[config.mk]
export PLATFORM = sky130hd
export DESIGN_NAME = eeprom_sequencer
export DESIGN_NICKNAME = d
export VERILOG_FILES = /design/src/eeprom_pkg.sv /design/src/eeprom_sequencer.sv
export SDC_FILE = /design/constraint.sdc
export NUM_CORES = 1
export LEC_CHECK = 0
export BUFFER_PORTS_ARGS = -buffer_cell sky130_fd_sc_hd__buf_2
export CORE_MARGIN = 5
export CORE_UTILIZATION = 39
export CTS_BUF_LIST = sky130_fd_sc_hd__clkbuf_16
export CTS_CLUSTER_DIAMETER = 40
export DETAILED_ROUTE_END_ITERATION = 8
export GPL_TIMING_DRIVEN = 0
export SKIP_CTS_REPAIR_TIMING = 1
export SLEW_MARGIN = 20
export SYNTH_ARGS = -nofsm -noshare
export SYNTH_HDL_FRONTEND = slang
export SYNTH_SLANG_ARGS = --single-unit
[constraint.sdc]
create_clock -name CLK -period 3.9 [get_ports CLK]
set_input_delay 0.195 -clock CLK [delete_from_list [all_inputs] [get_ports CLK]]
set_output_delay 0.195 -clock CLK [all_outputs]
set_load 0.02 [all_outputs]
[src/eeprom_pkg.sv]
`default_nettype none

package eeprom_pkg;

    // 24C16 array, 2 KiB
    localparam int ADDR_W = 11;

    // fixed device type code, upper nibble of the control byte
    localparam logic [3:0] DEVICE_CODE = 4'b1010;

    typedef union packed {
        struct packed {
            logic [3:0] dev;
            logic [2:0] block;  // addr[10:8]
            logic       rnw;    // 1 = read
        } f;
        logic [7:0] raw;        // as it goes on the wire
    } ctrl_byte_u;

    // sequencer to shifter commands
    localparam logic [1:0] CMD_START = 2'd0;  // also used as repeated start
    localparam logic [1:0] CMD_STOP  = 2'd1;
    localparam logic [1:0] CMD_WRITE = 2'd2;  // byte out, ack sampled
    localparam logic [1:0] CMD_READ  = 2'd3;  // byte in, nack sent

endpackage

`default_nettype wire

[src/eeprom_sequencer.sv]
`timescale 1ns/1ps
`default_nettype none

module eeprom_sequencer
    import eeprom_pkg::*;
(
    input  wire               CLK,
    input  wire               RESET,
    input  wire               wr,
    input  wire               rd,
    input  wire  [ADDR_W-1:0] addr,
    input  wire  [7:0]        wdata,
    output logic [7:0]        rdata,
    output logic              ack,
    output logic              nack_err,
    output logic [1:0]        cmd,
    output logic [7:0]        tx_byte,
    output logic              cmd_req,
    input  wire               cmd_ack,
    input  wire  [7:0]        rx_byte,
    input  wire               nacked
);

    // one-hot transaction states
    localparam logic [9:0] ST_IDLE   = 10'b00_0000_0001;
    localparam logic [9:0] ST_START  = 10'b00_0000_0010;
    localparam logic [9:0] ST_CTRL_W = 10'b00_0000_0100;
    localparam logic [9:0] ST_ADDR   = 10'b00_0000_1000;
    localparam logic [9:0] ST_DATA_W = 10'b00_0001_0000;
    localparam logic [9:0] ST_RSTART = 10'b00_0010_0000;
    localparam logic [9:0] ST_CTRL_R = 10'b00_0100_0000;
    localparam logic [9:0] ST_DATA_R = 10'b00_1000_0000;
    localparam logic [9:0] ST_STOP   = 10'b01_0000_0000;
    localparam logic [9:0] ST_DONE   = 10'b10_0000_0000;

    logic [9:0]  state;
    logic [9:0]  next_state;
    logic [1:0]  next_cmd;
    logic [7:0]  next_tx;
    logic        is_read;     // latched at request
    logic        cmd_done;
    logic        issue;
    logic        write_nacked;
    ctrl_byte_u  ctrl;

    always_comb
    begin
        ctrl.f.dev   = DEVICE_CODE;
        ctrl.f.block = addr[ADDR_W-1:8];
        ctrl.f.rnw   = (state == ST_CTRL_R);  // only after the repeated start
    end

    assign issue        = !cmd_req && !cmd_ack && state != ST_IDLE && state != ST_DONE;
    assign cmd_done     = cmd_req && cmd_ack;
    assign write_nacked = cmd_done && cmd == CMD_WRITE && nacked;

    // command for the current state and where to go after it
    always_comb
    begin
        next_cmd   = CMD_WRITE;
        next_tx    = ctrl.raw;
        next_state = ST_STOP;
        case (state)
            ST_START:
            begin
                next_cmd   = CMD_START;
                next_state = ST_CTRL_W;
            end
            ST_CTRL_W: next_state = nacked ? ST_STOP : ST_ADDR;
            ST_ADDR:
            begin
                next_tx = addr[7:0];
                if (nacked)
                    next_state = ST_STOP;
                else
                    next_state = is_read ? ST_RSTART : ST_DATA_W;
            end
            ST_DATA_W: next_tx = wdata;
            ST_RSTART:
            begin
                next_cmd   = CMD_START;
                next_state = ST_CTRL_R;
            end
            ST_CTRL_R: next_state = nacked ? ST_STOP : ST_DATA_R;
            ST_DATA_R: next_cmd = CMD_READ;
            ST_STOP:
            begin
                next_cmd   = CMD_STOP;
                next_state = ST_DONE;
            end
            default: next_state = ST_IDLE;
        endcase
    end

    always_ff @(posedge CLK)
    begin
        if (RESET)
        begin
            state    <= ST_IDLE;
            is_read  <= 1'b0;
            cmd_req  <= 1'b0;
            ack      <= 1'b0;
            nack_err <= 1'b0;
        end
        else
        begin
            case (state)
                ST_IDLE:
                begin
                    if (wr || rd)
                    begin
                        is_read  <= !wr;  // wr wins
                        nack_err <= 1'b0;
                        state    <= ST_START;
                    end
                end
                ST_DONE:
                begin
                    // hold ack until the host lets go
                    if (!(wr || rd))
                    begin
                        ack   <= 1'b0;
                        state <= ST_IDLE;
                    end
                end
                default:
                begin
                    if (issue)
                    begin
                        cmd_req <= 1'b1;
                    end
                    else if (cmd_done)
                    begin
                        cmd_req <= 1'b0;
                        state   <= next_state;
                        if (write_nacked)
                            nack_err <= 1'b1;
                        if (state == ST_STOP)
                            ack <= 1'b1;
                    end
                end
            endcase
        end
    end

    // payload toward the shifter and the host
    always_ff @(posedge CLK)
    begin
        if (issue)
        begin
            cmd     <= next_cmd;
            tx_byte <= next_tx;
        end
        if (cmd_done && state == ST_DATA_R)
            rdata <= rx_byte;
    end

endmodule

`default_nettype wire

==> results of run 1 <==
==> worst max-delay path: cells and delay by family, from the launching register on <==
family | cells | cell delay (ps)
AO/OA/AOI/OAI | 1 | 280
buffers and inverters | 2 | 650
flip-flops | 1 | 320
AND/OR/NAND/NOR | 3 | 960
==> worst paths after layout <==
check,start,end,slack [ps]
setup / recovery,state[8],tx_byte[7],1440
hold / removal,rx_byte[4],rdata[4],100
setup reg to reg,state[8],tx_byte[7],1440
hold reg to reg,nack_err,nack_err,460
==> metal layers <==
metal	GRT usage	vias to the layer above
li1	-	780
met1	0.209	716
met2	0.269	61
met3	0.0507	4
met4	0.0593	0
met5	0	-
==> registers in the layout (all words and copies together), names as in the netlist <==
name / count
state: 10
rdata: 8
cmd_req: 1
tx_byte: 8
ack: 1
is_read: 1
cmd: 2
nack_err: 1
==> stage by stage <==
stage / power (mW) / setup slack (ps)
5_1_grt: 1.28 / 1290
6_report: 1.21 / 1440
3_3_place_gp: 0.784 / 1310
2_1_floorplan: 0.679 / 1730
4_1_cts: 1.22 / 1420
3_5_place_dp: 0.785 / 1440
==> cell families (layout without fill, tap and decap cells) <==
| kind of cell | after synthesis | after routing | share of synthesized area |
|---|---|---|---|
| XOR/XNOR | 3 | 3 | 0.0159 |
| AO/OA/AOI/OAI | 47 | 47 | 0.196 |
| AND/OR/NAND/NOR | 76 | 76 | 0.257 |
| buffers and inverters | 13 | 74 | 0.0348 |
| flip-flops | 32 | 32 | 0.497 |
==> power breakdown <==
part | switching, mW | total [mW] | internal (mW) | leakage, nW
clock | 0.129 | 0.426 | 0.297 | 0.0850
combinational | 0.237 | 0.355 | 0.118 | 0.505
sequential | 0.0239 | 0.426 | 0.402 | 0.271
total | 0.389 | 1.21 | 0.817 | 0.861
==> layout make-up <==
type / count / area share
clock buffer: 5 / 0.0582
tap: 50 / 0.0291
clock inverter: 3 / 0.0180
inverter: 2 / 0.00349
multi-input combinational: 126 / 0.363
sequential: 32 / 0.382
buffer: 11 / 0.0233
timing repair buffer: 53 / 0.123
==> cells in the final DEF (no fill, tap or decap), types with 4 or more instances in the layout <==
master / instances
clkbuf_1: 9
nor3_1: 7
edfxtp_1: 18
o21ai_0: 10
buf_2: 54
a22oi_1: 5
dfxtp_1: 14
a21oi_1: 12
nor4b_1: 4
nand3_1: 8
nand4_1: 4
nor4_1: 4
nor2_1: 11
nand2_1: 18
clkbuf_16: 5
==> summary.txt, run 1 <==
STA
  – Skew final: 2.92 ps
  – Highest clock rate: 406 MHz
  – Slew headroom: 0.412
  – RSZ-0062 raised after global routing: no
  – Hold Violations, Final: 0
  – Final worst-path cycle share: 0.631
  – TNS Setup: 0 ps
  – Crit path time final: 2460 ps
  – Setup-failing EPs final: 0
  – Hold slack final: 96.9 ps
  – Worst Max-Slew Pin Slew: 874 ps
  – Final Max Tran Viols: 0

Cells and area
  – # fillers: 379
  – Layout cell share with drive strength beyond 1: 0.297
  – # diodes: 0
  – Multi-input logic area: 779 um^2
  – FF/Latch Area: 821 um^2
  – Area delta synth->final: 30.1%
  – Final Non-Filler Cells: 282
  – # nets final: 264
  – Design Area, Final: 2150 um^2
  – Final Core Density: 0.530

Yosys
  – Async SR Flop Fraction: 0
  – Yosys warning count: 0
  – Yosys top cell by area: edfxtp_1
  – Post-synth top cells: edfxtp_1, nand2_1, dfxtp_1
  – Top cell type's share of synthesized area: 0.327
  – Top_reg_cell synth: edfxtp_1
  – Mapped Nets: 204
  – Mapped Cells: 171
  – Sequential cell area fraction in the yosys report: 0.497
  – Seq cells post-synth: 32
  – Post-synth EDFFs: 18
  – Synth cell types: 40
  – Synth Area per Inst: 9.67 um^2
  – Cell Area, Synth: 1650 um^2
  – Synth area leaders: edfxtp_1, dfxtp_1, nand2_1

Worst setup path
  – Worst Path Max Fanout: 10
  – Worst Setup Start Kind: flip-flop
  – Reg2reg path depth: 6
  – Worst path cell trace: clkbuf_1 > nor4_1 > and4_1 > clkbuf_1 > nor2_2 > a221o_1
  – CP most frequent cell: clkbuf_1
  – Critical Path Max Stage Delay: 570 ps
  – Critical Path Sink Type: flip-flop
  – Slowest-stage cell, CP: nor4_1
  – CP Class: flip-flop to flip-flop
  – Arr. time, crit path: 2480 ps
  – Worst path required time: 3920 ps

GRT
  – Initial antenna violation count: 0
  – Global route total overflow: 0
  – Overall fraction of global-route tracks in use: 0.166
  – Vias in the first global route: 1538
  – First-pass GRT wire length: 7.02 mm
  – Pin count of the biggest net entering global routing: 11

Floorplanning
  – Initial core utilization: 0.407
  – Die ar.: 5640 um^2
  – Die Wd: 75.1 um
  – Rows: 23
  – I/O pin count: 54
  – Die height: 75.1 um
  – Core Region: 4060 um^2

Run
  – # Max-Cap Violations: 0

Clocking
  – Num Clock Sinks: 32
  – # H-tree levels: 2
  – Longest Clk Path Bufs: 2
  – Num CTS Buffers: 5
  – CTS tree: yes
  – Worst-skew pair later-pin latency: 270 ps
  – Root Buffer: clkbuf_16
  – Worst-path clk slew: 50 ps

Pwr
  – Leakage power: 0.861 nW
  – Pwr dens: 561 nW/um^2
  – Max rail drop VDD: 276 uV

Routing
  – Avg WL per Cell: 15.3 um
  – Router iterations before antenna repair: 4
  – WL met3: 404 um
  – Final wirelength: 4.32 mm
  – Top layer in use: met4
  – Routed Antenna Nets: 0
  – WL met2: 1.95 mm
  – M1 WL: 1.91 mm
  – Routed vias: 1561
  – 1st-iter DRT viols: 62
  – Drt drc: 0
  – Vias per cell: 5.54

Placement
  – IO Port Bufs: 53
  – RePlAce Congestion: 0.863
  – Post-Place Cells: 274
  – Placement Cell Area: 1990 um^2
  – Dpl hpwl: 3.34 mm

Min path
  – Hold-critical path depth: 1
  – Hold Crit Class: input port to flip-flop

Outcome
  – Outcome: complete, no violations
(Power assumes the default switching activity.)
==> run 2, diff against run 1 <==
- ABC_AREA: unset -> 1
- clock period: 3.9 -> 2.55 ns (I/O delays scaled with it)
==> run 2 against run 1 <==
  * Total power is 77% higher
  * Clock power is 55% higher
  * Setup slack worse by 1000 ps
  * Sequential share of layout area is 0.067 points lower
  * Synthesized area is 0.61% higher
  * Core utilization is 0.092 points higher
  * Flip-flop and latch count stayed put
  * Critical path depth is 1 higher
  * Register-to-register slack worse by 1000 ps
  * Critical endpoint is now tx_byte[3]
  * Highest routed layer unchanged
==> summary.txt, run 2 <==
Outcome
  – Outcome: complete, no violations

Placement
  – Dpl hpwl: 3.08 mm (-8.0%)
  – Placement Cell Area: 1990 um^2 (+0.25%)
  – RePlAce Congestion: 0.842 (-2.4%)
  – IO Port Bufs: 53 (unchanged)
  – Post-Place Cells: 312 (+14%)

Cells and area
  – Commonest non-fill, non-tap cell in the layout: nand2_1
  – Final Core Density: 0.531 (+0.000925)
  – Biggest regs: state: 10 flops, rdata: 8 flops, tx_byte: 8 flops
  – Most frequent cells in the layout: nand2_1, buf_2, nor2_1, inv_1, nand3_1
  – Multi-input logic area: 752 um^2 (-3.5%)
  – Design Area, Final: 2150 um^2 (+0.17%)
  – FF/Latch Area: 821 um^2 (unchanged)
  – Reg with most FFs: state
  – Final Non-Filler Cells: 320 (+13%)
  – # fillers: 422 (+11%)
  – # diodes: 0 (unchanged)
  – Max reg flops: 10 (unchanged)
  – # nets final: 302 (+14%)
  – Layout cell share with drive strength beyond 1: 0.304 (+0.00629)
  – Area delta synth->final: 29.5%

STA
  – Skew final: 7.36 ps (+4.44 ps)
  – Final Max Tran Viols: 0 (unchanged)
  – RSZ-0062 raised after global routing: no
  – Crit path time final: 2150 ps (-313 ps)
  – Hold Violations, Final: 0 (unchanged)
  – Setup-failing EPs final: 0 (unchanged)
  – Slew headroom: 0.457 (+0.0448)
  – Final worst-path cycle share: 0.842 (+0.211)
  – Highest clock rate: 466 MHz (+15%)
  – TNS Setup: 0 ps (unchanged)
  – Worst Max-Slew Pin Slew: 812 ps (-62.2 ps)

Worst setup path
  – Worst path required time: 2450 ps (-1470 ps)
  – Reg2reg path depth: 7 (+1)
  – Worst Setup Start Kind: flip-flop
  – Worst Path Max Fanout: 10 (unchanged)
  – Arr. time, crit path: 2050 ps (-430 ps)
  – CP Class: flip-flop to flip-flop
  – Critical Path Max Stage Delay: 620 ps (+50 ps)
  – Critical Path Sink Type: flip-flop
  – Slowest-stage cell, CP: nor2_1
  – Worst path cell trace: nor2_4 > nand2_4 > nor2_4 > nand2_2 > nand2_2 > or2_1 > nor2_1

Pwr
  – Max rail drop VDD: 492 uV (+78%)
  – Psw: 794 uW (+100%)
  – Gate power share: 0.361 (+0.067)
  – Clock network power share: 0.309 (-0.044)
  – Sequential share of power: 0.330 (-0.023)
  – Leakage power: 0.984 nW (+14%)
  – Pwr dens: 994 nW/um^2 (+77%)
  – Pwr Total: 2.14 mW (+77%)
  – Net Sw Frac: 0.371 (+0.0482)
  – Internal cell power: 1.35 mW (+65%)

Yosys
  – Yosys warning count: 0 (unchanged)
  – Most common cell in the netlist: nand2_1
  – Synth area leaders: edfxtp_1, dfxtp_1, nand2_1
  – Mapped Nets: 242 (+19%)
  – Cell Area, Synth: 1660 um^2 (+0.61%)
  – Top cell type's share of synthesized area: 0.325 (-0.00197)
  – Async SR Flop Fraction: 0 (unchanged)
  – Post-synth top cells: nand2_1, nor2_1, inv_1
  – Synth cell types: 21 (-48%)
  – Mapped Cells: 209 (+22%)
  – Top_reg_cell synth: edfxtp_1
  – Seq cells post-synth: 32 (unchanged)
  – Yosys top cell by area: edfxtp_1
  – Sequential cell area fraction in the yosys report: 0.494 (-0.00299)
  – Synth Area per Inst: 7.96 um^2 (-18%)
  – Post-synth EDFFs: 18 (unchanged)

Routing
  – Routed Antenna Nets: 0 (unchanged)
  – Drt drc: 0 (unchanged)
  – Router iterations before antenna repair: 4 (unchanged)
  – 1st-iter DRT viols: 46 (-26%)
  – Final wirelength: 4.00 mm (-7.4%)
  – Avg WL per Cell: 12.5 um (-18%)
  – Routed vias: 1513 (-3.1%)
  – Vias per cell: 4.73 (-15%)

GRT
  – Pin count of the biggest net entering global routing: 11 (unchanged)
  – Global route total overflow: 0 (unchanged)
  – Overall fraction of global-route tracks in use: 0.148 (-0.0180)
  – Initial antenna violation count: 0 (unchanged)
  – First-pass GRT wire length: 6.35 mm (-9.5%)
  – Vias in the first global route: 1372 (-11%)

Clocking
  – # H-tree levels: 2 (unchanged)
  – CTS tree: yes
  – Longest Clk Path Bufs: 2 (unchanged)
  – Num Clock Sinks: 32 (unchanged)
  – Worst-skew pair later-pin latency: 280 ps (about the same)
  – Root Buffer: clkbuf_16
  – Worst-path clk slew: 50 ps (about the same)
  – Num CTS Buffers: 5 (unchanged)

Min path
  – Hold-critical path depth: 1 (unchanged)
  – Hold Crit Class: input port to flip-flop

Floorplanning
  – Initial core utilization: 0.410 (+0.00247)
  – I/O pin count: 54 (unchanged)
  – Die ar.: 5670 um^2 (+0.52%)
  – Core Region: 4060 um^2 (unchanged)
  – Rows: 23 (unchanged)
  – Die Wd: 75.3 um (+0.26%)
  – Die height: 75.3 um (+0.26%)

Run
  – # Max-Cap Violations: 0 (unchanged)
run 2: cell types whose count changed after synthesis, moves of 4 or more:
| cell | previous run | this run |
|---|---|---|
| o21ai_0 | 10 | 3 |
| clkbuf_1 | 9 | 1 |
| nand2_2 | 0 | 5 |
| nor4b_1 | 4 | 0 |
| nor4_1 | 4 | 0 |
| inv_1 | 2 | 21 |
| nand2_1 | 18 | 54 |
| nand3_1 | 8 | 20 |
| a22oi_1 | 5 | 0 |
| nor2_1 | 11 | 33 |
| nor2_4 | 0 | 6 |
| nor3_1 | 7 | 2 |
run 2: logic make-up after synthesis:
logic type / count (synthesis) / synth area share
AO/OA/AOI/OAI: 17 / 0.0557
buffers and inverters: 24 / 0.0542
flip-flops: 32 / 0.494
AND/OR/NAND/NOR: 136 / 0.397
run 2: routing by layer:
| layer | wire [um] | global-route usage |
|---|---|---|
| met4 | 48 | 0.0466 |
| met1 | 1850 | 0.206 |
| met5 | 0 | 0 |
| met3 | 427 | 0.0462 |
| met2 | 1670 | 0.221 |
run 2: area by class of cell:
| class | count | area share |
|---|---|---|
| buffer | 1 | 0.00174 |
| clock buffer | 5 | 0.0581 |
| clock inverter | 3 | 0.0174 |
| inverter | 23 | 0.0401 |
| multi-input combinational | 153 | 0.349 |
| sequential | 32 | 0.381 |
| tap | 50 | 0.0291 |
| timing repair buffer | 53 | 0.123 |
run 2: through the flow:
stage / hold WS, ps / setup WS [ps]
after floorplan: 226 / 728
after CTS: 23.3 / 394
after detailed placement: 306 / 430
after global routing: 17.5 / 265
final: 28.8 / 402
after global placement: 304 / 420
run 2: power by group through the flow:
stage	clock (mW)	sequential (mW)	combinational (mW)
after floorplan	0	0.765	0.532
after global placement	0	0.715	0.777
after detailed placement	0	0.716	0.771
after CTS	0.671	0.706	0.781
after global routing	0.700	0.716	0.861
final	0.662	0.706	0.773
run 2: worst max-delay path: cells and delay by family, from the launching register on:
kind | cells | cell delay (ps)
simple gates | 7 | 1320
flops | 1 | 440
run 2: path summary, 6_finish.rpt:
| check | start | to | slack, ps |
|---|---|---|---|
| max | state[2] | tx_byte[3] | 400 |
| min | rx_byte[3] | rdata[3] | 30 |
| max reg2reg | state[2] | tx_byte[3] | 400 |
| min reg2reg | ack | ack | 470 |
==> run 3, diff against run 2 <==
- clock period: 2.55 -> 2.25 ns (I/O delays scaled with it)
==> run 3 against run 2 <==
  * Die area did not move
  * Critical path depth unchanged
  * Fmax grew 12%
  * Critical path type unchanged
==> summary.txt, run 3 (synthesis gave the netlist of run 2 again) <==
Worst setup path
  – Worst path required time: 2160 ps (-290 ps)
  – Critical Path Max Stage Delay: 440 ps (-180 ps)
  – Crit path buffers/inverters: 0 (unchanged)
  – CP top delay family: simple AND/OR/NAND/NOR gates
  – CP Class: flip-flop to flip-flop
  – Critical Path Source: state[2]
  – Worst Path Max Fanout: 10 (unchanged)
  – Worst R2R Start: state[2]
  – Worst path cell trace: nor2_4 > nand2_4 > nor2_4 > nand2_2 > nand2_2 > or2_1 > nor2_2
  – Worst R2R Setup Slack: 320 ps (-80 ps)
  – Worst Setup Start Kind: flip-flop
  – Critical Path Sink Type: flip-flop
  – Slowest-stage cell, CP: dfxtp_1
  – Arr. time, crit path: 1840 ps (-210 ps)

Run
  – # Max-Cap Violations: 0 (unchanged)

STA
  – Skew final: 7.11 ps (-0.249 ps)
  – Highest clock rate: 519 MHz (+12%)
  – TNS Setup: 0 ps (unchanged)
  – Slew headroom: 0.582 (+0.125)
  – Worst Max-Slew Pin Slew: 624 ps (-188 ps)
  – Final Max Tran Viols: 0 (unchanged)
  – Setup-failing EPs final: 0 (unchanged)
  – RSZ-0062 raised after global routing: no
  – Crit path time final: 1930 ps (-222 ps)
  – Hold Violations, Final: 0 (unchanged)
  – Final worst-path cycle share: 0.856 (+0.0138)

Routing
  – Avg WL per Cell: 12.5 um (about the same)
  – Router iterations before antenna repair: 4 (unchanged)
  – Routed Antenna Nets: 0 (unchanged)
  – Routed vias: 1513 (unchanged)
  – Drt drc: 0 (unchanged)
  – 1st-iter DRT viols: 47 (+2.2%)
  – Final wirelength: 3.99 mm (about the same)
  – Vias per cell: 4.73 (unchanged)

Floorplanning
  – Die ar.: 5670 um^2 (unchanged)
  – Rows: 23 (unchanged)
  – Die Wd: 75.3 um (unchanged)
  – Initial core utilization: 0.410 (unchanged)
  – I/O pin count: 54 (unchanged)
  – Die height: 75.3 um (unchanged)
  – Core Region: 4060 um^2 (unchanged)

Clocking
  – Num CTS Buffers: 5 (unchanged)
  – Root Buffer: clkbuf_16
  – Worst-skew pair later-pin latency: 280 ps (about the same)
  – Longest Clk Path Bufs: 2 (unchanged)
  – # H-tree levels: 2 (unchanged)
  – Worst-path clk slew: 50 ps (about the same)
  – Num Clock Sinks: 32 (unchanged)
  – CTS tree: yes

GRT
  – First-pass GRT wire length: 6.35 mm (unchanged)
  – Initial antenna violation count: 0 (unchanged)
  – Vias in the first global route: 1372 (unchanged)
  – Overall fraction of global-route tracks in use: 0.148 (unchanged)
  – Global route total overflow: 0 (unchanged)
  – Pin count of the biggest net entering global routing: 11 (unchanged)

Cells and area
  – Commonest non-fill, non-tap cell in the layout: nand2_1
  – Max reg flops: 10 (unchanged)
  – Most frequent cells in the layout: nand2_1, buf_2, nor2_1, inv_1, nand3_1
  – # diodes: 0 (unchanged)
  – # nets final: 302 (unchanged)
  – Area delta synth->final: 29.6%
  – Biggest regs: state: 10 flops, rdata: 8 flops, tx_byte: 8 flops
  – Layout cell share with drive strength beyond 1: 0.307 (+0.00370)
  – Reg with most FFs: state
  – Final Non-Filler Cells: 320 (unchanged)

Placement
  – IO Port Bufs: 53 (unchanged)
  – RePlAce Congestion: 0.842 (unchanged)
  – Dpl hpwl: 3.08 mm (unchanged)
  – Post-Place Cells: 312 (unchanged)

Pwr
  – Leakage power: 0.984 nW (about the same)
  – Clock network power share: 0.309 (about the same)
  – Internal cell power: 1.53 mW (+13%)
  – Gate power share: 0.362 (about the same)
  – Psw: 902 uW (+14%)
  – Pwr dens: 1130 nW/um^2 (+13%)
  – Sequential share of power: 0.329 (about the same)
  – Net Sw Frac: 0.371 (+0.000414)
  – Max rail drop VDD: 558 uV (+13%)

Min path
  – Hold Crit Class: input port to flip-flop
  – Worst min-delay path startpoint: rx_byte[3]

Outcome
  – Outcome: complete, no violations
run 3: cell count changes in the layout (fill, tap and decap cells not counted):
cell / before / now
nor2_1: 33 / 32
nor2_2: 4 / 5
run 3: layer usage:
| layer | up-vias | wire length, um | track usage |
|---|---|---|---|
| li1 | 800 | - | - |
| met1 | 654 | 1840 | 0.206 |
| met2 | 54 | 1670 | 0.221 |
| met3 | 5 | 437 | 0.0462 |
| met4 | 0 | 48 | 0.0466 |
| met5 | - | 0 | 0 |
run 3: power by group through the flow:
stage / registers (mW) / clock network (mW) / logic [mW]
floorplan: 0.867 / 0 / 0.603
global placement: 0.810 / 0 / 0.880
detailed placement: 0.812 / 0 / 0.874
CTS: 0.800 / 0.760 / 0.886
global route: 0.812 / 0.793 / 0.980
finish: 0.800 / 0.750 / 0.879
run 3: layout make-up:
type | count | area, um^2
timing repair buffer | 53 | 265
sequential | 32 | 821
inverter | 23 | 86.3
multi-input combinational | 153 | 754
buffer | 1 | 3.75
clock inverter | 3 | 37.5
clock buffer | 5 | 125
fill | 422 | 1900
tap | 50 | 62.6
run 3: worst paths after layout:
kind | to | depth (start not counted)
worst min-delay path | rdata[3] | 1
worst min register to register | ack | 2
worst max register to register | tx_byte[3] | 7
worst max-delay path | tx_byte[3] | 7
run 3: metrics by stage:
stage,hold slack (ps),total power [mW],setup slack (ps),utilization,area [um^2]
4_1_cts,8.27,2.45,93.9,0.531,2150
2_1_floorplan,211,1.47,428,-,1660
3_3_place_gp,289,1.69,120,0.491,1990
3_5_place_dp,291,1.69,130,0.491,1990
5_1_grt,2.50,2.58,211,0.531,2160
6_report,13.8,2.43,324,0.531,2160
